[config.mk]
export PLATFORM = sky130hd
export DESIGN_NAME = mmu_row_mem
export DESIGN_NICKNAME = d
export VERILOG_FILES = /design/src/mmu_pkg.sv /design/src/mmu_row_mem.sv
export VERILOG_INCLUDE_DIRS = /design/src /design/src/src
export SDC_FILE = /design/constraint.sdc
export NUM_CORES = 1
export LEC_CHECK = 0
export BUFFER_PORTS_ARGS = -buffer_cell sky130_fd_sc_hd__buf_2
export CAP_MARGIN = 20
export CORE_UTILIZATION = 59
export DETAILED_ROUTE_END_ITERATION = 10
export PLACE_DENSITY = 0.85
export SETUP_SLACK_MARGIN = 0.5
export SLEW_MARGIN = 20
export SYNTH_ARGS = -nofsm -noshare
export SYNTH_HDL_FRONTEND = slang
export SYNTH_SLANG_ARGS = --single-unit
[constraint.sdc]
create_clock -name clk -period 6.9 [get_ports clk]
set_clock_uncertainty 0.1 [all_clocks]
set_input_delay 0.69 -clock clk [delete_from_list [all_inputs] [get_ports clk]]
set_output_delay 0.69 -clock clk [all_outputs]
set_load 0.02 [all_outputs]
[src/mmu_params.svh]
`ifndef MMU_PARAMS_SVH
`define MMU_PARAMS_SVH

// ======================================================================
// array geometry and memory sizing
// ======================================================================

// array edge, also lanes per row
`define MMU_N 4

// rows held by each row memory
`define MMU_DEPTH 16

// row address width, must cover MMU_DEPTH
`define MMU_AW 4

`endif
[src/mmu_pkg.sv]
`include "mmu_params.svh"

package mmu_pkg;

    // ==================================================================
    // element and row types
    // ==================================================================

    typedef logic signed [7:0]  act_t;  // activation or weight
    typedef logic signed [31:0] acc_t;  // column sum, wraps

    // lane 0 is column 0
    typedef act_t [`MMU_N-1:0] act_row_t;
    typedef acc_t [`MMU_N-1:0] acc_row_t;

    typedef logic [`MMU_AW-1:0] addr_t;  // row address into either memory

    // command opcodes
    typedef enum logic {
        OP_LOAD_W = 1'b0,  // staged weights into the array
        OP_MATMUL = 1'b1   // stream activation rows
    } cmd_op_e;

endpackage

[src/mmu_row_mem.sv]
`timescale 1ns/1ps
`include "mmu_params.svh"

module mmu_row_mem #(
    parameter type row_t = mmu_pkg::act_row_t,
    parameter int  DEPTH = `MMU_DEPTH
) (
    input  logic           clk,
    input  logic           wr_en,
    input  mmu_pkg::addr_t wr_addr,
    input  row_t           wr_data,
    input  logic           rd_en,
    input  mmu_pkg::addr_t rd_addr,
    output row_t           rd_data
);
    import mmu_pkg::*;

    row_t mem_q [DEPTH];  // one full row per entry

    // write port
    always_ff @(posedge clk) begin
        if (wr_en) begin
            mem_q[wr_addr] <= wr_data;
        end
    end

    // read port, one cycle latency
    always_ff @(posedge clk) begin
        if (rd_en) begin
            rd_data <= mem_q[rd_addr];  // holds last value when idle
        end
    end

endmodule

==> results.md <==
* First-pass GRT wire length at 64400 µm
* CP Max Fanout at 74
* Hold buffer count at cts at 0
* Clk pin slew, worst setup/hold paths at 60 ps
* Post-layout min period at 2880 ps
* Skew-Pair Late Insertion Delay at 560 ps
* R2R depth at 3
* TritonRoute pass-1 iters at 5
* Antenna-violating nets left at 0
* # port buffers at 74
* Most frequent cells in the layout: edfxtp_1 (544), mux4_2 (128), buf_2 (72), a22oi_1 (64), clkbuf_16 (53)
* Mapped Cells at 838
* CTS Sinks at 544
* Synth warn at 0
* Layout area overhead at 13.1%
* Final nets at 986
* Commonest non-fill, non-tap cell in the layout: edfxtp_1
* WS Path Type: in -> reg
* Post-CTS Setup Bufs at 0
* CTS tree: done
* Synthesized area at 20200 µm²
* Starting Density at 60.0%
* Pwr dens at 299 nW/µm²
* Min-Delay Endpoint: mem_q[15][13]
* RSZ-0062 raised after global routing: false
* Status: complete, no violations
* Grt ovf at 0
* CP dominant cell by count: buf_4
* Initial drt markers at 1202
* Slew Viols, Final at 0
* Initial antenna violation count at 2
* Chip height at 187 µm
* Die Wd at 187 µm
* Placed cell count at 1339
* Die ar. at 34900 µm²
* Hold path start: wr_data[13]
* Syn Area/Cell at 24.1 µm²
* Hold slack at 401 ps
* R2r endpoint: rd_data[26]
* Post-synthesis cell type count at 17
* FILL cells at 1918
* DR vias/cell at 6.61
* Crit path capture type: register
* Core region area at 33600 µm²
* Root buffer cell: clkbuf_16
* Drt wl/cell at 30.9 µm
* Req. time, crit path at 7100 ps
* Count of final hold-check violations at 0
* Share of layout cells above drive strength 1 at 31.6%
* GPL Wtd Cong at 0.708
* Slowest CP cell: buf_4
* I/O pin count at 75
* P_leak at 7.28 nW
* Maximum VDD drop at 0.185 mV
* DR vias at 9488
* Post-route insts no fill at 1436
* Largest net degree at the start of global routing at 75
* Worst stage delay on the critical path at 790 ps
* DP Wirelength at 20000 µm
* Final setup viols at 0
* Slew HR at 26.6%
* Vias in the first global route at 9918
* Total Wirelength at 44300 µm
* Drc violations at 0
* Utilization after layout at 67.9%
* # Max-Cap Violations at 0
* Gr usage total at 25.9%
* CP Cell Sequence: buf_4, buf_4, mux4_2, a22oi_1, nand2_1
* Mapped Nets at 881
* Yosys reg bits at 544
* Num rows at 67
* Reg-to-Reg Start: mem_q[2][26]
* Crit path DAT at 3080 ps
* HP Class: in -> reg
* F_max at 0.347 GHz
* Bufs on Longest Clock Path at 3
* Register area share after synthesis at 81.0%
* Final period util at 41.8%
* Num CTS Buffers at 50
* Crit start category: input port
* Fin Setup TNS at 0 ps
* R2R Setup Slk at 5250 ps
* H-tree depth at 2
* Worst slew pin tran at 1100 ps
* Number of gates resized after CTS at 0
* Hold Crit Depth at 1
-- stage by stage --
| step | cell area, µm² | power [mW] | setup slack [ps] |
|---|---|---|---|
| 6_report | 22800 | 6.81 | 4020 |
| 4_1_cts | 22800 | 6.84 | 3980 |
| 3_3_place_gp | 21200 | 4.13 | 3540 |
| 3_5_place_dp | 21200 | 4.14 | 3480 |
| 2_1_floorplan | 20200 | 4.01 | 2930 |
| 5_1_grt | 22800 | 6.99 | 3830 |
-- synth_stat cells --
cell type  count  area share [%]
nand3b_1       2           0.074
buf_6          2            0.11
mux4_2       128              14
buf_4         11            0.41
nand2b_1       2           0.062
and2_1         1           0.031
nor3_1         4           0.099
or3b_2         1           0.043
buf_1          9            0.17
nand3_1        1           0.025
edfxtp_1     544              81
nand2_1       33            0.61
buf_2          4           0.099
nor2_1        13            0.24
a22oi_1       64             2.4
clkbuf_1      17            0.32
nor2b_1        2           0.062
-- sequential cells by signal, summed over array words and instances (netlist names) --
signal,cells
rd_data,32
mem_q,512
-- kinds of logic after synthesis --
kind of cell           count (synthesis)  synth area share (%)
flip-flops                           544                  81.0
multiplexers                         128                  14.3
AO/OA/AOI/OAI                         64                  2.38
AND/OR/NAND/NOR                       59                  1.25
buffers and inverters                 43                  1.10
-- critical path: cells and delay by family --
kind,cells,cell delay [ps]
AOI/OAI and AO/OA,1,260
buffers and inverters,2,1550
muxes,1,420
and+or+nand+nor,1,90
-- final cells by class --
| class | count | area (µm²) | share of cell area (%) |
|---|---|---|---|
| Multi-Input combinational cell | 251 | 3750 | 16.4 |
| Timing Repair Buffer | 96 | 547 | 2.40 |
| Clock buffer | 69 | 1390 | 6.07 |
| Sequential cell | 544 | 16300 | 71.6 |
| Tap cell | 448 | 561 | 2.46 |
| Antenna cell | 3 | 7.51 | 0.0329 |
| Clock inverter | 25 | 238 | 1.04 |
-- per-layer routing --
metal  part of all wire (%)  track usage [%]
met1                     38             36.2
met2                     50             41.6
met3                    9.7             5.33
met4                    2.7             9.05
met5                  0.034                0
-- power by group --
part	internal [mW]	switching (mW)	total, mW
logic	0.126	0.208	0.334
registers	3.72	0.0241	3.75
clock network	1.59	1.14	2.73
total	5.44	1.37	6.81
-- worst max-delay path by stage --
| stage | start | to | cells past startpoint |
|---|---|---|---|
| floorplan | wr_addr[2] | mem_q[0][0] | 2 |
| global placement | rd_addr[1] | rd_data[9] | 5 |
| detailed placement | rd_addr[0] | rd_data[17] | 5 |
| CTS | rd_addr[0] | rd_data[17] | 5 |
| global route | rd_addr[0] | rd_data[17] | 5 |
| finish | rd_addr[1] | rd_data[17] | 5 |
No activity file was read; power rests on OpenSTA's default activity.
