`src/mmu_params.svh`:
```
`ifndef MMU_PARAMS_SVH
`define MMU_PARAMS_SVH

// ======================================================================
// array geometry and memory sizing
// ======================================================================

// array edge, also lanes per row
`define MMU_N 4

// rows held by each row memory
`define MMU_DEPTH 16

// row address width, must cover MMU_DEPTH
`define MMU_AW 4

`endif
```
`src/mmu_pkg.sv`:
```
`include "mmu_params.svh"

package mmu_pkg;

    // ==================================================================
    // element and row types
    // ==================================================================

    typedef logic signed [7:0]  act_t;  // activation or weight
    typedef logic signed [31:0] acc_t;  // column sum, wraps

    // lane 0 is column 0
    typedef act_t [`MMU_N-1:0] act_row_t;
    typedef acc_t [`MMU_N-1:0] acc_row_t;

    typedef logic [`MMU_AW-1:0] addr_t;  // row address into either memory

    // command opcodes
    typedef enum logic {
        OP_LOAD_W = 1'b0,  // staged weights into the array
        OP_MATMUL = 1'b1   // stream activation rows
    } cmd_op_e;

endpackage

```
`src/mmu_pe_array.sv`:
```
`timescale 1ns/1ps
`include "mmu_params.svh"

module mmu_pe_array (
    input  logic               clk,
    input  logic               arst_n,
    input  logic               w_shift,
    input  mmu_pkg::act_row_t  w_in,
    input  logic               row_valid,
    input  mmu_pkg::act_row_t  act_in,
    output mmu_pkg::acc_row_t  sum_out
);
    import mmu_pkg::*;

    localparam int N = `MMU_N;

    act_t w_q [N][N];  // stationary weight per cell
    acc_t p_q [N][N];  // partial sum leaving each cell downward

    // ==================================================================
    // cell grid, row k holds weights W[k][*]
    // ==================================================================

    for (genvar k = 0; k < N; k++) begin : g_row
        act_t lane_in;
        // one delay chain per row does both the input skew of k cycles
        // and the hop of one cycle per cell to the right
        act_t dly_q [k+N-1];

        assign lane_in = row_valid ? act_in[k] : '0;  // idle cycles add nothing

        always_ff @(posedge clk or negedge arst_n) begin
            if (!arst_n) begin
                dly_q <= '{default: '0};
            end else begin
                dly_q[0] <= lane_in;
                for (int i = 1; i < k + N - 1; i++) begin
                    dly_q[i] <= dly_q[i-1];
                end
            end
        end

        for (genvar j = 0; j < N; j++) begin : g_col
            act_t a_here;   // lane k delayed k+j
            act_t w_above;
            acc_t p_above;

            if (k + j == 0) begin : g_corner
                assign a_here = lane_in;
            end else begin : g_tap
                assign a_here = dly_q[k+j-1];
            end

            if (k == 0) begin : g_top
                assign w_above = w_in[j];
                assign p_above = '0;
            end else begin : g_below
                assign w_above = w_q[k-1][j];
                assign p_above = p_q[k-1][j];
            end

            always_ff @(posedge clk or negedge arst_n) begin
                if (!arst_n) begin
                    w_q[k][j] <= '0;
                    p_q[k][j] <= '0;
                end else begin
                    if (w_shift) begin
                        w_q[k][j] <= w_above;  // weights move down one row
                    end
                    p_q[k][j] <= p_above + a_here * w_q[k][j];  // signed mac, wraps
                end
            end
        end
    end

    // bottom edge, column j lands N+j cycles after its row enters
    for (genvar j = 0; j < N; j++) begin : g_out
        assign sum_out[j] = p_q[N-1][j];
    end

endmodule

```
`config.mk`:
```
export PLATFORM = sky130hd
export DESIGN_NAME = mmu_pe_array
export DESIGN_NICKNAME = d
export VERILOG_FILES = /design/src/mmu_pkg.sv /design/src/mmu_pe_array.sv
export VERILOG_INCLUDE_DIRS = /design/src /design/src/src
export SDC_FILE = /design/constraint.sdc
export NUM_CORES = 2
export LEC_CHECK = 0
export ABC_AREA = 0
export BUFFER_PORTS_ARGS = -buffer_cell sky130_fd_sc_hd__buf_4
export CORE_ASPECT_RATIO = 1.4
export CORE_MARGIN = 10
export CORE_UTILIZATION = 30
export DETAILED_ROUTE_END_ITERATION = 6
export PLACE_DENSITY_LB_ADDON = 0.08
export SETUP_SLACK_MARGIN = 0.02
export SLEW_MARGIN = 20
export SYNTH_ARGS = -nofsm -noshare
export SYNTH_HDL_FRONTEND = slang
export SYNTH_SLANG_ARGS = --single-unit
export TNS_END_PERCENT = 1
```
`constraint.sdc`:
```
create_clock -name clk -period 9.25 [get_ports clk]
set_clock_uncertainty 0.1 [all_clocks]
set_input_delay 0 -clock clk [delete_from_list [all_inputs] [get_ports clk]]
set_output_delay 0 -clock clk [all_outputs]
set_load 0.02 [all_outputs]
```
==> flow_metrics.env <==
export IMPL_finalWeightedCongestion=0.7601
export IMPL_drc_errors=0
export IMPL_detail_route_antenna_nets=0
export IMPL_relSlewSlack_pct=36.31
export IMPL_yosysWarningCount=0
export IMPL_syn_inst=5991
export IMPL_n_fill_cell=21880
export IMPL_tightestPinTransition_ps=955.4
export IMPL_num_rows=201
export IMPL_ys_ff_latch=552
export IMPL_synth_area_sq_um=64450
export IMPL_worstPathMaxFanout=11
export IMPL_worstSetupStartpointType="register"
export IMPL_required_ps=9740
export IMPL_antenna_found_initial=5
export IMPL_final_min_clock_period_ps=5691
export IMPL_clk_pin_slew_worst_paths_ps=60
export IMPL_fin_area_sq_um=73150
export IMPL_mostFrequentLayoutCells="inv_1 (1344), fa_1 (1180), ha_1 (616)"
export IMPL_synth_edf_count=0
export IMPL_start_util_pct=30.11
export IMPL_final_layout_size_suffix_gt1_share_pct=7.417
export IMPL_io_pins=196
export IMPL_cts_tree="built"
export IMPL_clk_insertion_delay_late_ps=680
export IMPL_cts_htree_levels=3
export IMPL_cts_root_buf="clkbuf_16"
export IMPL_wl_mm=156.2
export IMPL_rsz0062_at_grt="false"
export IMPL_grt_max_degree=144
export IMPL_ys_flop_type="dfrtp_1"
export IMPL_fin_nets=8155
export IMPL_setup_viol=0
export IMPL_clkSinkCount=552
export IMPL_drtIter0Drc=1039
export IMPL_synthDistinctLibCells=75
export IMPL_hpwlAfterDp_mm=128.9
export IMPL_crit_path_start="w_q[0]"
export IMPL_grt_pass1_vias=48330
export IMPL_finalSetupTns_ps=0
export IMPL_hold_path_class="in -> reg"
export IMPL_grt_pass1_wl_mm=260.4
export IMPL_vias=40340
export IMPL_post_cts_buffers=0
export IMPL_cts_buffer_depth=3
export IMPL_synthArstFlopShare_pct=100.0
export IMPL_cts_made_buffers=77
export IMPL_placed_area_sq_um=68800
export IMPL_timing_rr_start="w_q[0]"
export IMPL_path_class="reg -> reg"
export IMPL_yosysSeqAreaShare_pct=21.43
export IMPL_track_usage_pct=13.93
export IMPL_layout_core_utilization_pct=34.18
export IMPL_worst_setup_path_end_kind="register"
export IMPL_finalMaxSlewViolations=0
export IMPL_final_common_cell="inv_1"
export IMPL_dieWidth_um=411.7
export IMPL_holdBufCountCts=170
export IMPL_drt_pass1_iterations=5
export IMPL_dieArea_sq_um=234000
export IMPL_syn_avg_cell_area_sq_um=10.76
export IMPL_period_share_pct=61.52
export IMPL_fmax_ghz=0.1757
export IMPL_die_h_um=568.4
export IMPL_drt_vias_per_instance=4.387
export IMPL_hold_violations=0
export IMPL_hold_start="w_in[21]"
export IMPL_overflow=0
export IMPL_maxCapViolations=0
export IMPL_syn2layout_area_growth_pct=13.50
export IMPL_io_buffers=195
export IMPL_worstPathArrival_ps=6190
export IMPL_core_area_sq_um=214000
export IMPL_cts_repair_resized=0
export IMPL_syn_nets=7855
export IMPL_outcome="finished, final reports clean"
export IMPL_wl_per_cell_um=16.99
==> routing by layer <==
layer  routed length [um]  GRT usage [%]  up-vias
li1                     -              -    18690
met1                56990          14.46    21180
met2                92580          29.00      300
met3                 3375          1.534      169
met4                 3216          3.062        4
met5                   26              0        -
==> through the flow <==
step / hold slack [ps] / setup WS [ps] / cells
final: 80.34 / 3559 / 9195
after global routing: 38.31 / 3127 / 9193
after CTS: 4.698 / 3454 / 9192
after detailed placement: 38.23 / 3476 / 8884
after global placement: 33.79 / 3520 / 8884
after floorplan: -395.6 / 4001 / 5991
==> sequential cells by signal, indices dropped and copies added (netlist names) <==
name / cells
g_row.g_col.w_above: 96
g_row.g_col.a_here: 120
w_q: 32
g_row.g_col.p_above: 204
sum_out: 76
g_row.dly_q: 24
==> Yosys cell counts, types with 42 or more instances <==
cell	number	area, sq um
a21oi_1	111	555.5
o21ai_0	83	415.4
xor2_1	47	411.6
buf_4	52	390.4
and3_1	42	262.8
nor2_1	140	525.5
nor2b_1	77	481.7
and2_1	551	3447
o21a_1	44	330.3
ha_1	616	7707
inv_1	1344	5045
mux2_2	128	1441
fa_1	1180	23620
nand2b_1	48	300.3
nand2_1	400	1501
dfrtp_1	552	13810
xnor2_1	209	1831
clkbuf_1	91	341.6
==> layout make-up <==
cell class | instances | area [sq um] | share of cell area, %
clock buffer | 102 | 2163 | 2.958
timing repair buffer | 371 | 3277 | 4.480
tap | 2842 | 3556 | 4.861
multi-input combinational | 3940 | 44810 | 61.26
antenna | 3 | 7.507 | 0.01026
sequential | 552 | 13810 | 18.88
inverter | 1349 | 5064 | 6.923
clock inverter | 36 | 455.4 | 0.6226
==> worst paths after layout <==
path                                                 to  slack [ps]  depth (start not counted)
max                                        sum_out[126]        3560                         15
min                        g_row[1].g_col[2].w_above[5]          80                          3
max reg2reg                                sum_out[126]        3560                         15
min reg2reg                 g_row[3].g_col[0].a_here[6]         240                          0
max in group asynchronous            g_row[3].dly_q[43]        7200                          5
min in group asynchronous  g_row[1].g_col[2].w_above[2]         520                          4
==> logic make-up after synthesis <==
| kind of cell | after synthesis | synth area share [%] |
|---|---|---|
| AND/OR/NAND/NOR | 1343 | 10.96 |
| AO/OA/AOI/OAI | 412 | 4.165 |
| flip-flops | 552 | 21.43 |
| buffers and inverters | 1499 | 9.036 |
| multiplexers | 133 | 2.316 |
| adder cells (fa/ha/maj) | 1796 | 48.61 |
| XOR/XNOR | 256 | 3.479 |
==> worst max-delay path, stage by stage (launching register included) <==
cell,delay [ps]
dfrtp_1,530
and2_1,700
inv_1,130
fa_1,500
inv_1,50
fa_1,480
fa_1,560
fa_1,420
fa_1,440
ha_1,340
o211a_1,240
o31ai_1,90
a31oi_1,260
a221o_1,420
a31oi_1,210
xnor2_1,130
Power is not shown: default switching activity piles up to over one toggle a cycle in this logic, so the estimate is an artifact.
