--- config.mk ---
export PLATFORM = sky130hd
export DESIGN_NAME = mmu_cmd_decode
export DESIGN_NICKNAME = d
export VERILOG_FILES = /design/src/mmu_pkg.sv /design/src/mmu_cmd_decode.sv
export VERILOG_INCLUDE_DIRS = /design/src /design/src/src
export SDC_FILE = /design/constraint.sdc
export NUM_CORES = 1
export LEC_CHECK = 0
export BUFFER_PORTS_ARGS = -buffer_cell sky130_fd_sc_hd__buf_2
export CORE_UTILIZATION = 45
export CTS_BUF_LIST = sky130_fd_sc_hd__clkbuf_4
export CTS_CLUSTER_SIZE = 20
export DETAILED_ROUTE_END_ITERATION = 6
export PLACE_DENSITY = 0.74
export SLEW_MARGIN = 40
export SYNTH_ARGS = -nofsm -noshare
export SYNTH_HDL_FRONTEND = slang
export SYNTH_SLANG_ARGS = --single-unit
export TNS_END_PERCENT = 50
--- constraint.sdc ---
create_clock -name clk -period 1.8 [get_ports clk]
set_input_delay 0 -clock clk [delete_from_list [all_inputs] [get_ports clk]]
set_output_delay 0 -clock clk [all_outputs]
set_load 0.02 [all_outputs]
--- src/mmu_params.svh ---
`ifndef MMU_PARAMS_SVH
`define MMU_PARAMS_SVH

// ======================================================================
// array geometry and memory sizing
// ======================================================================

// array edge, also lanes per row
`define MMU_N 4

// rows held by each row memory
`define MMU_DEPTH 16

// row address width, must cover MMU_DEPTH
`define MMU_AW 4

`endif
--- src/mmu_pkg.sv ---
`include "mmu_params.svh"

package mmu_pkg;

    // ==================================================================
    // element and row types
    // ==================================================================

    typedef logic signed [7:0]  act_t;  // activation or weight
    typedef logic signed [31:0] acc_t;  // column sum, wraps

    // lane 0 is column 0
    typedef act_t [`MMU_N-1:0] act_row_t;
    typedef acc_t [`MMU_N-1:0] acc_row_t;

    typedef logic [`MMU_AW-1:0] addr_t;  // row address into either memory

    // command opcodes
    typedef enum logic {
        OP_LOAD_W = 1'b0,  // staged weights into the array
        OP_MATMUL = 1'b1   // stream activation rows
    } cmd_op_e;

endpackage

--- src/mmu_cmd_decode.sv ---
`timescale 1ns/1ps
`include "mmu_params.svh"

module mmu_cmd_decode (
    input  logic              clk,
    input  logic              arst_n,
    input  logic              cmd_valid,
    input  mmu_pkg::cmd_op_e  cmd_op,
    input  mmu_pkg::addr_t    cmd_in_base,
    input  mmu_pkg::addr_t    cmd_out_base,
    input  logic [`MMU_AW:0]  cmd_rows,
    input  logic              mm_done,
    output logic              busy,
    output logic              cmd_err,
    output logic              act_rd_en,
    output mmu_pkg::addr_t    act_rd_addr,
    output logic              row_valid,
    output logic              w_shift,
    output logic              load_done,
    output logic              run_start,
    output mmu_pkg::addr_t    out_base,
    output logic [`MMU_AW:0]  rows
);
    import mmu_pkg::*;

    typedef enum logic [1:0] {
        IDLE,
        SHIFT,   // weights moving into the array
        STREAM   // activation reads issued, then wait for the writer
    } state_e;

    state_e           state_q;
    logic [`MMU_AW:0] cnt_q;      // shift cycles or rows issued
    addr_t            in_base_q;
    logic             accept;

    assign accept = cmd_valid && !busy;

    // ==================================================================
    // outputs decoded from state
    // ==================================================================

    assign w_shift     = (state_q == SHIFT) && (cnt_q != `MMU_N);  // N cycles
    assign act_rd_en   = (state_q == STREAM) && (cnt_q != rows);
    assign act_rd_addr = in_base_q + cnt_q[`MMU_AW-1:0];           // wraps in memory

    // command payload, only read while busy
    always_ff @(posedge clk) begin
        if (accept) begin
            in_base_q <= cmd_in_base;
            out_base  <= cmd_out_base;
            rows      <= cmd_rows;
        end
    end

    // ==================================================================
    // control FSM
    // ==================================================================

    always_ff @(posedge clk or negedge arst_n) begin
        if (!arst_n) begin
            state_q   <= IDLE;
            cnt_q     <= '0;
            busy      <= 1'b0;
            cmd_err   <= 1'b0;
            row_valid <= 1'b0;
            load_done <= 1'b0;
            run_start <= 1'b0;
        end else begin
            cmd_err   <= cmd_valid && busy;  // dropped command
            row_valid <= act_rd_en;          // matches read latency
            load_done <= 1'b0;
            run_start <= 1'b0;
            if (load_done || mm_done) begin
                busy <= 1'b0;                // stays high through done
            end
            case (state_q)
                IDLE: begin
                    if (accept) begin
                        busy  <= 1'b1;
                        cnt_q <= '0;
                        if (cmd_op == OP_LOAD_W) begin
                            state_q <= SHIFT;
                        end else begin
                            state_q   <= STREAM;
                            run_start <= 1'b1;  // writer starts its countdown
                        end
                    end
                end
                SHIFT: begin
                    // one settle cycle after the last shift, then done
                    if (cnt_q == `MMU_N) begin
                        state_q   <= IDLE;
                        load_done <= 1'b1;
                    end else begin
                        cnt_q <= cnt_q + 1'b1;
                    end
                end
                STREAM: begin
                    if (act_rd_en) begin
                        cnt_q <= cnt_q + 1'b1;
                    end
                    if (mm_done) begin
                        state_q <= IDLE;  // last row is in the output memory
                    end
                end
                default: state_q <= IDLE;
            endcase
        end
    end

endmodule

==> flow_summary_export.csv <==
group,metric,value,unit
run_status,outcome,"complete, but fails checks",
run_status,failed_checks,"negative setup slack",
sta,finClkSkew,2.594,ps
floorplanning,start_util,48.51,%
synthesis,yosys.cell_types.count,29,
power_and_ir_drop,p_int,1.420,mW
worst_setup_path,arrival,2060,ps
worst_setup_path,criticalPathCategory,"reg2reg",
sta,hold_viol,0,
power_and_ir_drop,p_sw_share,40.08,%
worst_setup_path,crit_path_end_kind,"flop",
worst_setup_path,reg2reg_depth,7,
floorplanning,die_x,54.15,um
global_routing,grt_max_degree,15,
global_routing,grt_usage,20.58,%
sta,fmax,554.8,MHz
floorplanning,num_rows,18,
drt,routed-via-count,939,
worst_setup_path,critPathMaxFanout,4,
sta,slew_headroom,66.88,%
synthesis,syn_area,1224,um2
floorplanning,die_area,2932,um2
sta,final.setup.tns,-2.302,ps
cts,cts_buffers,3,
placement,dpl.hpwl,1681,um
run,drv_cap,0,
placement,place_congestion,0.8269,
global_routing,grt_pass1_wl,4133,um
worst_setup_path,reg2reg_setup_slack,-2,ps
final_layout,seqCellArea,690.7,um2
final_layout,multiInputGateArea,519.2,um2
sta,layout_min_cycle_time,1802,ps
sta,setup_viol,1,
min_path,worstHoldPathType,"in2async",
floorplanning,core_area,2522,um2
power_and_ir_drop,p_per_area,1351,nW/um2
worst_setup_path,cp-start-kind,"flop",
drt,drt-total-wl,2624,um
cts,clock_latency,310,ps
final_layout,num-nets-final,192,
synthesis,yosys_warnings,0,
worst_setup_path,critical_path_required,2060,ps
synthesis,synth_cells,98,
final_layout,syn2layout_area_growth,43.35,%
cts,cts.clk_slew.worst_paths,130,ps
drt,ant_nets,0,
final_layout,diodes,0,
drt,first_pass_iters,4,
floorplanning,pin_count,38,
sta,setup_slack,-2.302,ps
cts,cts_tree,"yes",
cts,cts_sinks,25,
power_and_ir_drop,peakVddDrop,0.9112,mV
synthesis,syn_avg_cell_area,12.49,um2
sta,period_share,100.1,%
synthesis,ys_ff_latch,25,
worst_setup_path,r2r-end,"cnt_q[3]",
placement,pre_cts_slack,-29.26,ps
power_and_ir_drop,combPwrFrac,54.5,%
power_and_ir_drop,seq_power_share,35.1,%
drt,drt-vias-per-instance,4.865,
cts,clock_path_buffers,2,
synthesis,syn-num-nets,126,
global_routing,grt_pass1_vias,956,
power_and_ir_drop,p_sw,950.1,uW
final_layout,fillers,182,
drt,drc_errors,0,
sta,drv_slew,0,
synthesis,yosysSeqAreaShare,56.44,%
worst_setup_path,reg2reg_from,"cnt_q[1]",
drt,wl_per_cell,13.60,um
global_routing,overflow,0,
final_layout,drive_gt1_share,41.10,%
floorplanning,die_h,54.15,um
cts,htree_levels,1,
power_and_ir_drop,leakagePower,0.8301,nW
drt,drt-initial-drc-count,12,
sta,hold_slack,71.48,ps
global_routing,antenna_found_initial,0,
final_layout,utilization,69.54,%
cts,cts-root-buf,"clkbuf_4",
sta,max_slew.worst_pin.slew,496.3,ps
sta,rsz0062_at_grt,"true",
power_and_ir_drop,pwr-share-clk,10.4,%
placement,io_buffers,37,
area by class of cell:
class,instances,share of cell area [%]
Sequential cell,25,39.37
Timing Repair Buffer,63,25.18
Tap cell,30,2.140
Multi-Input combinational cell,61,29.60
Clock inverter,1,0.2853
Inverter,10,2.140
Clock buffer,3,1.284
routing by layer:
layer  vias up  routed length (um)  global-route usage, %
li1        469                   -                      -
met1       438                1073                  21.31
met2        28                1380                  38.41
met3         4                 141                  5.367
met4         0                  29                  8.547
met5         -                   0                      0
state kept, by name (all words and copies together) (netlist names):
name / cells
busy: 1
row_valid: 1
rows: 5
in_base_q: 4
load_done: 1
cnt_q: 5
out_base: 4
run_start: 1
state_q: 2
cmd_err: 1
worst max-delay path, cell delays in order (launching register included):
cell and delay (ps):
dfrtp_1 410, inv_2 70, ha_4 150, nor4bb_4 150, a221oi_2 260, o21ai_2 120
or4b_4 530, nand3_2 70
cell families after synthesis:
group	count (synthesis)	share of synthesized area, %
AO/OA/AOI/OAI	12	7.157
XOR/XNOR	8	5.726
adder cells (fa/ha/maj)	10	10.84
buffers and inverters	12	4.908
flip-flops	25	56.44
AND/OR/NAND/NOR	31	14.93
cell usage after synthesis, drive strengths merged:
library cell  instances  area (um2)
edfxtp               13       390.4
dfrtp                12       300.3
nand2                11       41.29
inv                  10       37.54
ha                    9       112.6
nand3                 7       35.03
xnor2                 7       61.31
o21ai                 6       33.78
a221oi                2       23.77
and2                  2       13.77
buf                   2       22.52
nor2                  2       7.510
or4b                  2       20.02
a211o                 1       10.01
a21boi                1       7.510
a21o                  1       7.510
a21oi                 1       5.000
and2b                 1       8.760
and3                  1       6.260
fa                    1       20.02
nand2b                1       6.260
nand3b                1       7.510
nand4                 1       6.260
nor3                  1       5.000
nor4bb                1       25.02
xor2                  1       8.760
power by group through the flow:
stage                     Clock [mW]  Sequential, mW  Combinational, mW
after global routing           0.284           0.853               1.42
final                          0.247           0.833               1.29
after detailed placement           0           0.837               1.09
after CTS                      0.251           0.828               1.17
after global placement             0           0.832               1.06
after floorplan                    0           0.923              0.656
how the worst max path moves through the flow:
stage                         from             end  slack (ps)  cells after the start
after detailed placement  cnt_q[1]        cnt_q[3]         -30                      7
after global routing      cnt_q[0]        cnt_q[3]         -70                      7
after floorplan           cnt_q[1]        cnt_q[3]         -60                      7
after global placement    cnt_q[1]        cnt_q[3]          80                      7
final                     cnt_q[1]        cnt_q[3]          -2                      7
after CTS                 cnt_q[1]  act_rd_addr[3]         -10                      6
stage by stage:
stage                     instance area [um2]  power, mW  std cells
after CTS                                1692      2.250        191
after floorplan                          1230      1.578         98
after global routing                     1754      2.558        193
after detailed placement                 1475      1.923        169
final                                    1754      2.371        193
after global placement                   1475      1.896        169
layout by cell type, fill, tap and decap left out, types with 2 or more instances in the layout:
cell / synthesis / final
buf_2: 0 / 34
dlygate4sd3_1: 0 / 17
edfxtp_1: 13 / 13
dfrtp_1: 12 / 12
nand2_1: 11 / 11
buf_4: 0 / 9
xnor2_1: 7 / 7
ha_1: 9 / 7
inv_1: 10 / 6
nand3_1: 7 / 6
o21ai_0: 5 / 5
inv_2: 0 / 4
clkbuf_4: 0 / 3
buf_6: 2 / 3
nor2_1: 2 / 2
a221oi_2: 1 / 2
ha_4: 0 / 2
repair_timing:
item	in CTS	in global routing
hold buffers	17	0
pin swaps	5	9
setup buffers	1	2
resized for setup	6	12
gates cloned	0	0
endpoints found under the hold margin	29	0
setup endpoints to repair	3	7
No activity file was read; power rests on OpenSTA's default activity.
