<file path="src/mmu_params.svh">
`ifndef MMU_PARAMS_SVH
`define MMU_PARAMS_SVH

// ======================================================================
// array geometry and memory sizing
// ======================================================================

// array edge, also lanes per row
`define MMU_N 4

// rows held by each row memory
`define MMU_DEPTH 16

// row address width, must cover MMU_DEPTH
`define MMU_AW 4

`endif
</file>
<file path="src/mmu_pkg.sv">
`include "mmu_params.svh"

package mmu_pkg;

    // ==================================================================
    // element and row types
    // ==================================================================

    typedef logic signed [7:0]  act_t;  // activation or weight
    typedef logic signed [31:0] acc_t;  // column sum, wraps

    // lane 0 is column 0
    typedef act_t [`MMU_N-1:0] act_row_t;
    typedef acc_t [`MMU_N-1:0] acc_row_t;

    typedef logic [`MMU_AW-1:0] addr_t;  // row address into either memory

    // command opcodes
    typedef enum logic {
        OP_LOAD_W = 1'b0,  // staged weights into the array
        OP_MATMUL = 1'b1   // stream activation rows
    } cmd_op_e;

endpackage

</file>
<file path="src/mmu_weight_fifo.sv">
`timescale 1ns/1ps
`include "mmu_params.svh"

module mmu_weight_fifo (
    input  logic               clk,
    input  logic               arst_n,
    input  logic               push,
    input  mmu_pkg::act_row_t  push_row,
    input  logic               shift,
    output mmu_pkg::act_row_t  head_row
);
    import mmu_pkg::*;

    localparam int N = `MMU_N;

    // row_q[0] is the oldest push, meant for array row N-1
    act_row_t row_q [N];

    // push and shift both advance the chain toward the head
    always_ff @(posedge clk or negedge arst_n) begin
        if (!arst_n) begin
            row_q <= '{default: '0};
        end else if (push || shift) begin
            for (int i = 0; i < N - 1; i++) begin
                row_q[i] <= row_q[i+1];
            end
            row_q[N-1] <= push ? push_row : '0;  // drain leaves zero weights
        end
    end

    assign head_row = row_q[0];  // feeds the top row of the array

endmodule

</file>
<file path="config.mk">
export PLATFORM = sky130hd
export DESIGN_NAME = mmu_weight_fifo
export DESIGN_NICKNAME = d
export VERILOG_FILES = /design/src/mmu_pkg.sv /design/src/mmu_weight_fifo.sv
export VERILOG_INCLUDE_DIRS = /design/src /design/src/src
export SDC_FILE = /design/constraint.sdc
export NUM_CORES = 1
export LEC_CHECK = 0
export BUFFER_PORTS_ARGS = -buffer_cell sky130_fd_sc_hd__buf_2
export CAP_MARGIN = 40
export CORE_UTILIZATION = 52
export CTS_CLUSTER_SIZE = 16
export DETAILED_ROUTE_END_ITERATION = 6
export GPL_TIMING_DRIVEN = 0
export HOLD_SLACK_MARGIN = 0.03
export PLACE_DENSITY = 0.76
export SLEW_MARGIN = 20
export SYNTH_ARGS = -nofsm -noshare
export SYNTH_HDL_FRONTEND = slang
export SYNTH_SLANG_ARGS = --single-unit
</file>
<file path="constraint.sdc">
create_clock -name clk -period 0.85 [get_ports clk]
set_clock_uncertainty 0.15 [all_clocks]
set_input_delay 0.085 -clock clk [delete_from_list [all_inputs] [get_ports clk]]
set_output_delay 0.085 -clock clk [all_outputs]
set_load 0.01 [all_outputs]
</file>
==> results of run 1 <==
stage by stage:
step	setup slack, ns	area, um^2
6_report	-0.545	7530
3_3_place_gp	-2.00	5910
4_1_cts	-0.541	7400
3_5_place_dp	-0.426	5940
2_1_floorplan	-0.324	5410
5_1_grt	-0.576	7530
area by class of cell:
type	count	area, um^2
timing repair buffer	129	1190
fill	568	2380
buffer	50	624
tap	133	166
sequential	128	3200
multi-input combinational	129	1710
clock buffer	19	442
clock inverter	13	184
layout by cell type (no fill, tap or decap):
cell             n
clkinv_2         3
buf_6           85
dfrtp_1        128
clkbuf_8         3
clkbuf_1         3
mux2_2           5
buf_8            1
nor2_4           1
clkinvlp_4       3
inv_6            2
buf_12          10
bufinv_16        4
a22o_1          32
buf_16           1
buf_2           33
mux2_4          91
dlygate4sd3_1   32
buf_4           13
clkbuf_16       17
clkinv_4         1
cells by family after synthesis:
kind of cell / count (synthesis) / synth area share, %
AO/OA/AOI/OAI: 32 / 5.19
buffers and inverters: 50 / 9.13
AND/OR/NAND/NOR: 1 / 0.209
multiplexers: 96 / 26.1
flip-flops: 128 / 59.3
per-layer routing:
metal	vias up	global-route usage [%]	share of wire, %
met5	-	0	0
met4	0	6.73	1.1
met1	1533	26.8	46
met3	12	4.45	2.6
met2	65	33.7	51
li1	1358	-	-
registers in the layout, indices dropped and copies added, names as in the netlist:
register  cells
row_q        96
head_row     32
path summary, 6_finish.rpt:
kind | start | depth (start not counted) | slack [ns] | end
setup / recovery | head_row[12] | 2 | -0.55 | head_row[12]
hold / removal | arst_n | 1 | -0.62 | head_row[30]
setup reg to reg | head_row[11] | 3 | -0.32 | head_row[11]
hold reg to reg | row_q[27] | 1 | 0.35 | row_q[27]
max in group asynchronous | arst_n | 2 | 0.44 | head_row[6]
min in group clk | push | 2 | -0.31 | row_q[23]
what timing repair did:
action,in CTS,in global routing
gates resized for setup,66,20
buffers inserted,24,12
hold endpoints to repair,168,133
gates cloned,0,1
pin swaps,1,2
endpoints found under the setup margin,129,160
power groups by stage:
stage,Combinational (uW),Sequential (uW),Clock (uW)
finish,3340,7280,7560
global route,3550,7360,7950
CTS,3200,7250,7640
detailed placement,2320,7310,0
global placement,2250,7270,0
floorplan,1740,7170,0
==> impl_results.md, run 1 <==
- Status: finished, violations left
- Violated checks: negative hold slack, negative setup slack
- Hold slack: -0.617 ns
- Setup crit end kind: output pin
- Area grow syn2layout: 39.4%
- Final wirelength: 10,200 um
- Final hold vios: 130
- Total power: 18,200 uW
- Detail Placement HPWL: 5790 um
- Worst-path fanout max: 2
- Die W: 104 um
- Ys Warns: 0
- Mapped Area: 5400 um^2
- DRC Markers: 0
- H-tree Lvls: 4
- Global-route wire length before repair: 16,800 um
- Syn_area_per_cell: 17.6 um^2
- Gate power share: 18.4%
- Psw: just over 4000 uW
- Vias in the first global route: 3,219
- Placed insts: 507
- Slew HR: 57.9%
- CTS sink count: 128
- Initial Utilization: 54.5%
- Largest net degree at the start of global routing: 73
- Row cnt: 36
- Diode count: 0
- Final GP Congestion: 0.730
- Top cell type's share of synthesized area: a little under 60%
- Post-Layout Cell Count: ~600
- Internal Power: 14,100 uW
- Final setup margin: -0.545 ns
- Power per cell area: 2420 nW/um^2
- CTS buffer count: 17
- Post-CTS Hold Buffers: 33
- DRT Pass-1 Iters: 6
- CP bufs+invs: 2
- RSZ-0062 raised after global routing: yes
- Via count: approximately 3,000
- Sequential-to-total area share from yosys stat: 59.3%
- Crit path DAT: approximately 1.2 ns
- CTS tree: done
- Wirelength per Cell: 17.0 um
- Startpoint Class: flip-flop
- Period utilisation layout: 164%
- Top post-synthesis cells by area: dfrtp_1 59%, mux2_4 24%, a22o_1 5.2%
- Die height: 104 um
- Final #Nets: a little under 500
- Clock buffer depth: 2
- FMAX: roughly 0.72 GHz
- Synth Flop Type: dfrtp_1
- Crit-path cells: buf_6 -> buf_6
- Synth top cells by count: 128 x dfrtp_1, 88 x mux2_4, 36 x buf_4
- Asr flop ratio synth: 100%
- Worst Max-Slew Pin Slew: approximately 0.63 ns
- Port bufs: 66
- Endpoints failing setup: 128
- Top-count cell post-synth: dfrtp_1
- CP top delay family: flip-flops
- Sw frac: between 20% and 30%
- Slowest cell delay on critical path: roughly 0.4 ns
- Skew-Pair Late Insertion Delay: 0.51 ns
- Maxcap violations: 0
- Syn Inst Count: just over 300
- Setup TNS: -26.04 ns
- Initial DRC count: 81
- Syn_nets: approximately 340
- Boundary Pins: between 60 and 70
- Clock Tree Root: clkbuf_8
- Worst Hold Class: input port to asynchronous set/reset pin
- Overflow left after global routing: 0
- Worst VDD drop: 0.00185 V
- Post-synth EDFFs: 0
- Final worst path period need: 1.40 ns
- CP Class: flip-flop to output pin
- Layout cell share with drive strength beyond 1: 58.3%
- CORE AREA: 9910 um^2
- DRT antenna net count: 0
- Total leakage power: 0.00370 uW
- Finished Core Util: 76.0%
- Vias per cell: 4.94
- Full die area: between 10,000 and 15,000 um^2
- Total GRT Usage: between 20 and 25%
- WP data required: 0.61 ns
- Area leader, netlist: dfrtp_1
- Initial antenna violation count: 0
- Yosys reg bits: 128
- Seq pwr share: 40.0%
- Worst-path clk slew: 0.06 ns
- Netlist cell types: 9
- Critical path's slowest cell: dfrtp_1
- Most frequent CP cell: buf_6
- Clk pwr share: 41.6%
- Fin. max-slew vios: 0
(Power assumes the default switching activity.)
==> run 2, diff against run 1 <==
- CORE_UTILIZATION: 52 -> 54
- CTS_BUF_LIST: unset -> sky130_fd_sc_hd__clkbuf_2 sky130_fd_sc_hd__clkbuf_4 sky130_fd_sc_hd__clkbuf_8
- CTS_CLUSTER_SIZE: 16 -> 25
- PLACE_DENSITY: 0.76 -> 0.78
- REMOVE_ABC_BUFFERS: unset -> 1
==> impl_results.md, run 2 (synthesized netlist as in run 1, its figures left out) <==
- Critical Path Stages: 1 (-1)
- Worst-path clk slew: 0.08 ns (+0.02 ns)
- CP Class: flip-flop to output pin
- Period utilisation layout: 144% (-20 points)
- Overflow left after global routing: 0 (unchanged)
- Max FFs per register: 96 (unchanged)
- Final hold vios: 144 (+11%)
- Crit-path cells: buf_2
- Layout cell share with drive strength beyond 1: 59.1% (+0.73 points)
- Vias per cell: 5.02 (+1.8%)
- H-tree Lvls: 4 (unchanged)
- Maxcap violations: 0 (unchanged)
- FMAX: 0.818 GHz (+14%)
- Skew-Pair Late Insertion Delay: 0.41 ns (-0.10 ns)
- Post-CTS Hold Buffers: 32 (-3.0%)
- Via count: 3,025 (+1.9%)
- Clock buffer depth: 2 (unchanged)
- Endpoints failing setup: 144 (+13%)
- Fin. max-slew vios: 0 (unchanged)
- Placed insts: 464 (-8.5%)
- Final #Nets: 493 (+0.41%)
- Worst Hold Class: input port to asynchronous set/reset pin
- Clk pwr share: 34.0% (-7.6 points)
- DRC Markers: 0 (unchanged)
- Slew HR: 69.4% (+12 points)
- Final GP Congestion: 0.648 (-11%)
- Sw frac: 23.6% (+1.1 points)
- Largest Register: row_q
- Psw: 3650 uW (-11%)
- Die W: 102 um (-1.8%)
- Initial Utilization: 55.5% (+1.0 points)
- CTS tree: done
- Finished Core Util: 76.1% (+0.11 points)
- Violated checks: negative hold slack, negative setup slack
- Status: finished, violations left
- Port bufs: 67 (+1.5%)
- Gate power share: 19.1% (+0.7 points)
- Area grow syn2layout: 37.1%
- Total leakage power: 0.00369 uW (-0.25%)
- Power per cell area: 2090 nW/um^2 (-14%)
- Crit path DAT: 0.99 ns (-0.17 ns)
- CORE AREA: 9730 um^2 (-1.8%)
- Final setup margin: -0.372 ns (+0.173 ns)
- CTS buffer count: 17 (unchanged)
- Internal Power: 11,800 uW (-16%)
- Reg2Reg Depth: 2 (-1)
- Final worst path period need: 1.22 ns (-0.173 ns)
- Clock Tree Root: clkbuf_8
- Initial DRC count: 60 (-26%)
- DRT Pass-1 Iters: 4 (-2)
- Detail Placement HPWL: 4970 um (-14%)
- Most common cell after layout, fill and taps aside: dfrtp_1
- WP data required: 0.61 ns (about the same)
- CP bufs+invs: 1 (-1)
- DRT antenna net count: 0 (unchanged)
- Worst-path fanout max: 2 (unchanged)
- Boundary Pins: 68 (unchanged)
- Row cnt: 36 (unchanged)
- Total GRT Usage: 22.9% (+2.6 points)
- Critical path's slowest cell: dfrtp_1
- Startpoint Class: flip-flop
- CP top delay family: flip-flops
- Hold slack: -0.559 ns (+0.0579 ns)
- Initial antenna violation count: 0 (unchanged)
- Die height: 102 um (-1.8%)
- Setup crit end kind: output pin
- Global-route wire length before repair: 17,400 um (+3.5%)
- Largest net degree at the start of global routing: 81 (+11%)
- Full die area: 10,400 um^2 (-3.6%)
- Worst VDD drop: 0.00129 V (-30%)
- Wirelength per Cell: 19.1 um (+12%)
- Most frequent cells in the layout: 128 x dfrtp_1, 94 x mux2_4, 56 x buf_2, 41 x buf_6
- R2R setup slack: -0.23 ns (+0.09 ns)
- Seq pwr share: 46.9% (+6.9 points)
- Worst Max-Slew Pin Slew: 0.458 ns (-0.174 ns)
- Slowest cell delay on critical path: 0.42 ns (about the same)
- Diode count: 0 (unchanged)
- Post-Layout Cell Count: 602 (+0.17%)
- CTS sink count: 128 (unchanged)
- Vias in the first global route: 3,330 (+3.4%)
- RSZ-0062 raised after global routing: yes
- Setup TNS: -26.72 ns (-0.677 ns)
- Final wirelength: 11,500 um (+12%)
## run 2: power by group through the flow
stage / registers [uW] / logic [uW] / clock network, uW
final: 7250 / 2940 / 5250
after floorplan: 7310 / 1170 / 0
after CTS: 7180 / 2800 / 5280
after global placement: 7240 / 1840 / 0
after global routing: 7320 / 3140 / 5630
after detailed placement: 7300 / 1920 / 0
## run 2: worst paths after layout
path,startpoint,endpoint
hold reg to reg,row_q[22],row_q[22]
min in group clk,push,row_q[28]
max in group asynchronous,arst_n,row_q[71]
setup / recovery,head_row[7],head_row[7]
hold / removal,arst_n,row_q[50]
setup reg to reg,head_row[17],head_row[17]
## run 2: per-stage QoR
stage | instance area [um^2] | power [uW] | setup slack, ns
floorplan | 4910 | 8470 | -2.44
global placement | 5410 | 9080 | -3.55
detailed placement | 5580 | 9220 | -1.38
CTS | 7320 | 15300 | -0.374
global route | 7400 | 16100 | -0.417
finish | 7400 | 15400 | -0.372
## run 2: layout make-up
class | instances | area [um^2]
Sequential cell | 128 | 3200
Clock buffer | 25 | 319
Fill cell | 571 | 2330
Clock inverter | 6 | 80.1
Multi-Input combinational cell | 129 | 1730
Timing Repair Buffer | 181 | 1910
Tap cell | 133 | 166
## run 2: timing repair
item,CTS,global route
setup endpoints to repair,160,148
pin swaps,10,4
endpoints found under the hold margin,162,144
resized for setup,53,41
setup buffers,56,32
cloned,12,1
## run 2: routing by layer
layer  wire length, um  up-vias  track usage (%)
met1              4760     1589             27.4
met5                 0        -                0
met4               143        0             8.90
met3               290       15             4.86
met2              6300       63             40.5
li1                  -     1358                -
==> run 3, diff against run 2 <==
- RECOVER_POWER: unset -> 100
==> impl_results.md, run 3 (synthesized netlist as in run 1, its figures left out) <==
- Status: finished, violations left
- Violated checks: negative hold slack, negative setup slack
- Initial antenna violation count: 0 (unchanged)
- Psw: 3650 uW (about the same)
- Initial DRC count: 60 (unchanged)
- Endpoints failing setup: 144 (unchanged)
- Area grow syn2layout: 36.9%
- Fin. max-slew vios: 0 (unchanged)
- Port bufs: 67 (unchanged)
- Final GP Congestion: 0.648 (unchanged)
- Maxcap violations: 0 (unchanged)
- Die height: 102 um (unchanged)
- Max FFs per register: 96 (unchanged)
- Via count: 3,032 (+0.23%)
- Most common cell after layout, fill and taps aside: dfrtp_1
- Largest net degree at the start of global routing: 81 (unchanged)
- Worst-path clk slew: 0.08 ns (about the same)
- Total GRT Usage: 22.9% (unchanged)
- Worst-path fanout max: 2 (unchanged)
- FF/Latch Area: 3200 um^2 (unchanged)
- Internal Power: 11,800 uW (about the same)
- Setup crit start: head_row[7]
- Skew-Pair Late Insertion Delay: 0.41 ns (about the same)
- CORE AREA: 9730 um^2 (unchanged)
- H-tree Lvls: 4 (unchanged)
- Most frequent cells in the layout: 128 x dfrtp_1, 94 x mux2_4, 56 x buf_2, 40 x buf_6
- WP data required: 0.61 ns (about the same)
- Slowest cell delay on critical path: 0.42 ns (about the same)
- DRT antenna net count: 0 (unchanged)
- Global-route wire length before repair: 17,400 um (unchanged)
- Final #Nets: 493 (unchanged)
- Wirelength per Cell: 19.1 um (about the same)
- Filler Cells Inserted: 575 (+0.70%)
- Clock Tree Root: clkbuf_8
- Clk pwr share: 34.0% (about the same)
- Worst r2r src: head_row[17]
- Largest Register: row_q
- Overflow left after global routing: 0 (unchanged)
- Gate power share: 19.0% (about the same)
- DRT Pass-1 Iters: 4 (unchanged)
- Crit path DAT: 0.99 ns (about the same)
- Initial Utilization: 55.5% (unchanged)
- Worst slack, placed: -1.38 ns (unchanged)
- Finished Core Util: 76.0% (-0.12 points)
- Post-CTS Hold Buffers: 32 (unchanged)
- Full die area: 10,400 um^2 (unchanged)
- Period utilisation layout: 144% (about the same)
- CP top delay family: flip-flops
- Hold slack: -0.433 ns (+0.126 ns)
- Crit-path cells: buf_2
- Final worst path period need: 1.22 ns (+0.0000410 ns)
- CP Class: flip-flop to output pin
- Worst Max-Slew Pin Slew: 0.675 ns (+0.217 ns)
- Multi-input gate area: 1730 um^2 (unchanged)
- Clock buffer depth: 2 (unchanged)
- Boundary Pins: 68 (unchanged)
- CTS buffer count: 17 (unchanged)
- CTS tree: done
- Vias per cell: 5.04 (+0.23%)
- Sw frac: 23.6% (about the same)
- Slew HR: 55.0% (-14 points)
- Worst Hold Class: input port to asynchronous set/reset pin
- Vias in the first global route: 3,330 (unchanged)
- Row cnt: 36 (unchanged)
- Detail Placement HPWL: 4970 um (unchanged)
- Worst VDD drop: 0.00129 V (unchanged)
- Final setup margin: -0.372 ns (-0.0000410 ns)
- DRC Markers: 0 (unchanged)
- Final wirelength: 11,500 um (about the same)
- Startpoint Class: flip-flop
- RSZ-0062 raised after global routing: yes
- Diode count: 0 (unchanged)
- Layout cell share with drive strength beyond 1: 59.1% (unchanged)
- Final hold vios: 64 (-56%)
- Power per cell area: 2090 nW/um^2 (+0.11%)
- Die W: 102 um (unchanged)
- Total leakage power: 0.00368 uW (-0.13%)
- Setup crit end kind: output pin
- Critical path's slowest cell: dfrtp_1
- CP bufs+invs: 1 (unchanged)
- CTS sink count: 128 (unchanged)
- FMAX: 0.818 GHz (about the same)
- Seq pwr share: 46.9% (about the same)
## run 3: worst paths after layout
check	endpoint	slack (ns)	cells past startpoint
worst max register to register	head_row[17]	-0.22	2
worst min register to register	row_q[22]	0.34	1
min in group clk	row_q[28]	-0.03	2
max in group asynchronous	row_q[71]	0.11	2
worst min-delay path	row_q[50]	-0.43	1
worst max-delay path	head_row[7]	-0.37	1
## run 3: power groups by stage
stage	logic (uW)	registers [uW]	clock network, uW
global route	3130	7320	5630
global placement	1840	7240	0
floorplan	1170	7310	0
detailed placement	1920	7300	0
CTS	2800	7180	5280
finish	2940	7250	5250
## run 3: metrics by stage
step                      setup TNS [ns]  power [uW]  instance area [um^2]  cells
after floorplan                  -299.67        8470                  4910    257
after global placement           -695.41        9080                  5410    457
after detailed placement         -144.26        9220                  5580    464
after CTS                         -25.28       15300                  7320    595
final                             -26.71       15400                  7390    602
after global routing              -28.98       16100                  7390    602
## run 3: timing repair
action                                  CTS  global route
pin swaps                                10             4
endpoints found under the setup margin  160           148
resized for setup                        53            41
gates cloned                             12             1
setup buffers                            56            32
hold endpoints to repair                162           144
## run 3: routing by layer
metal	track usage (%)	vias up	wire length [um]
met1	27.4	1596	4760
met4	8.90	0	143
met2	40.5	63	6300
met5	0	-	0
met3	4.86	15	290
li1	-	1358	-
## run 3: layout make-up
cell class / instances / share of cell area [%]
flip-flops and latches: 128 / 43.3
multi-input cells: 129 / 23.3
well taps: 133 / 2.25
repair buffers: 181 / 25.7
clock inverters: 6 / 1.08
clock buffers: 25 / 4.32
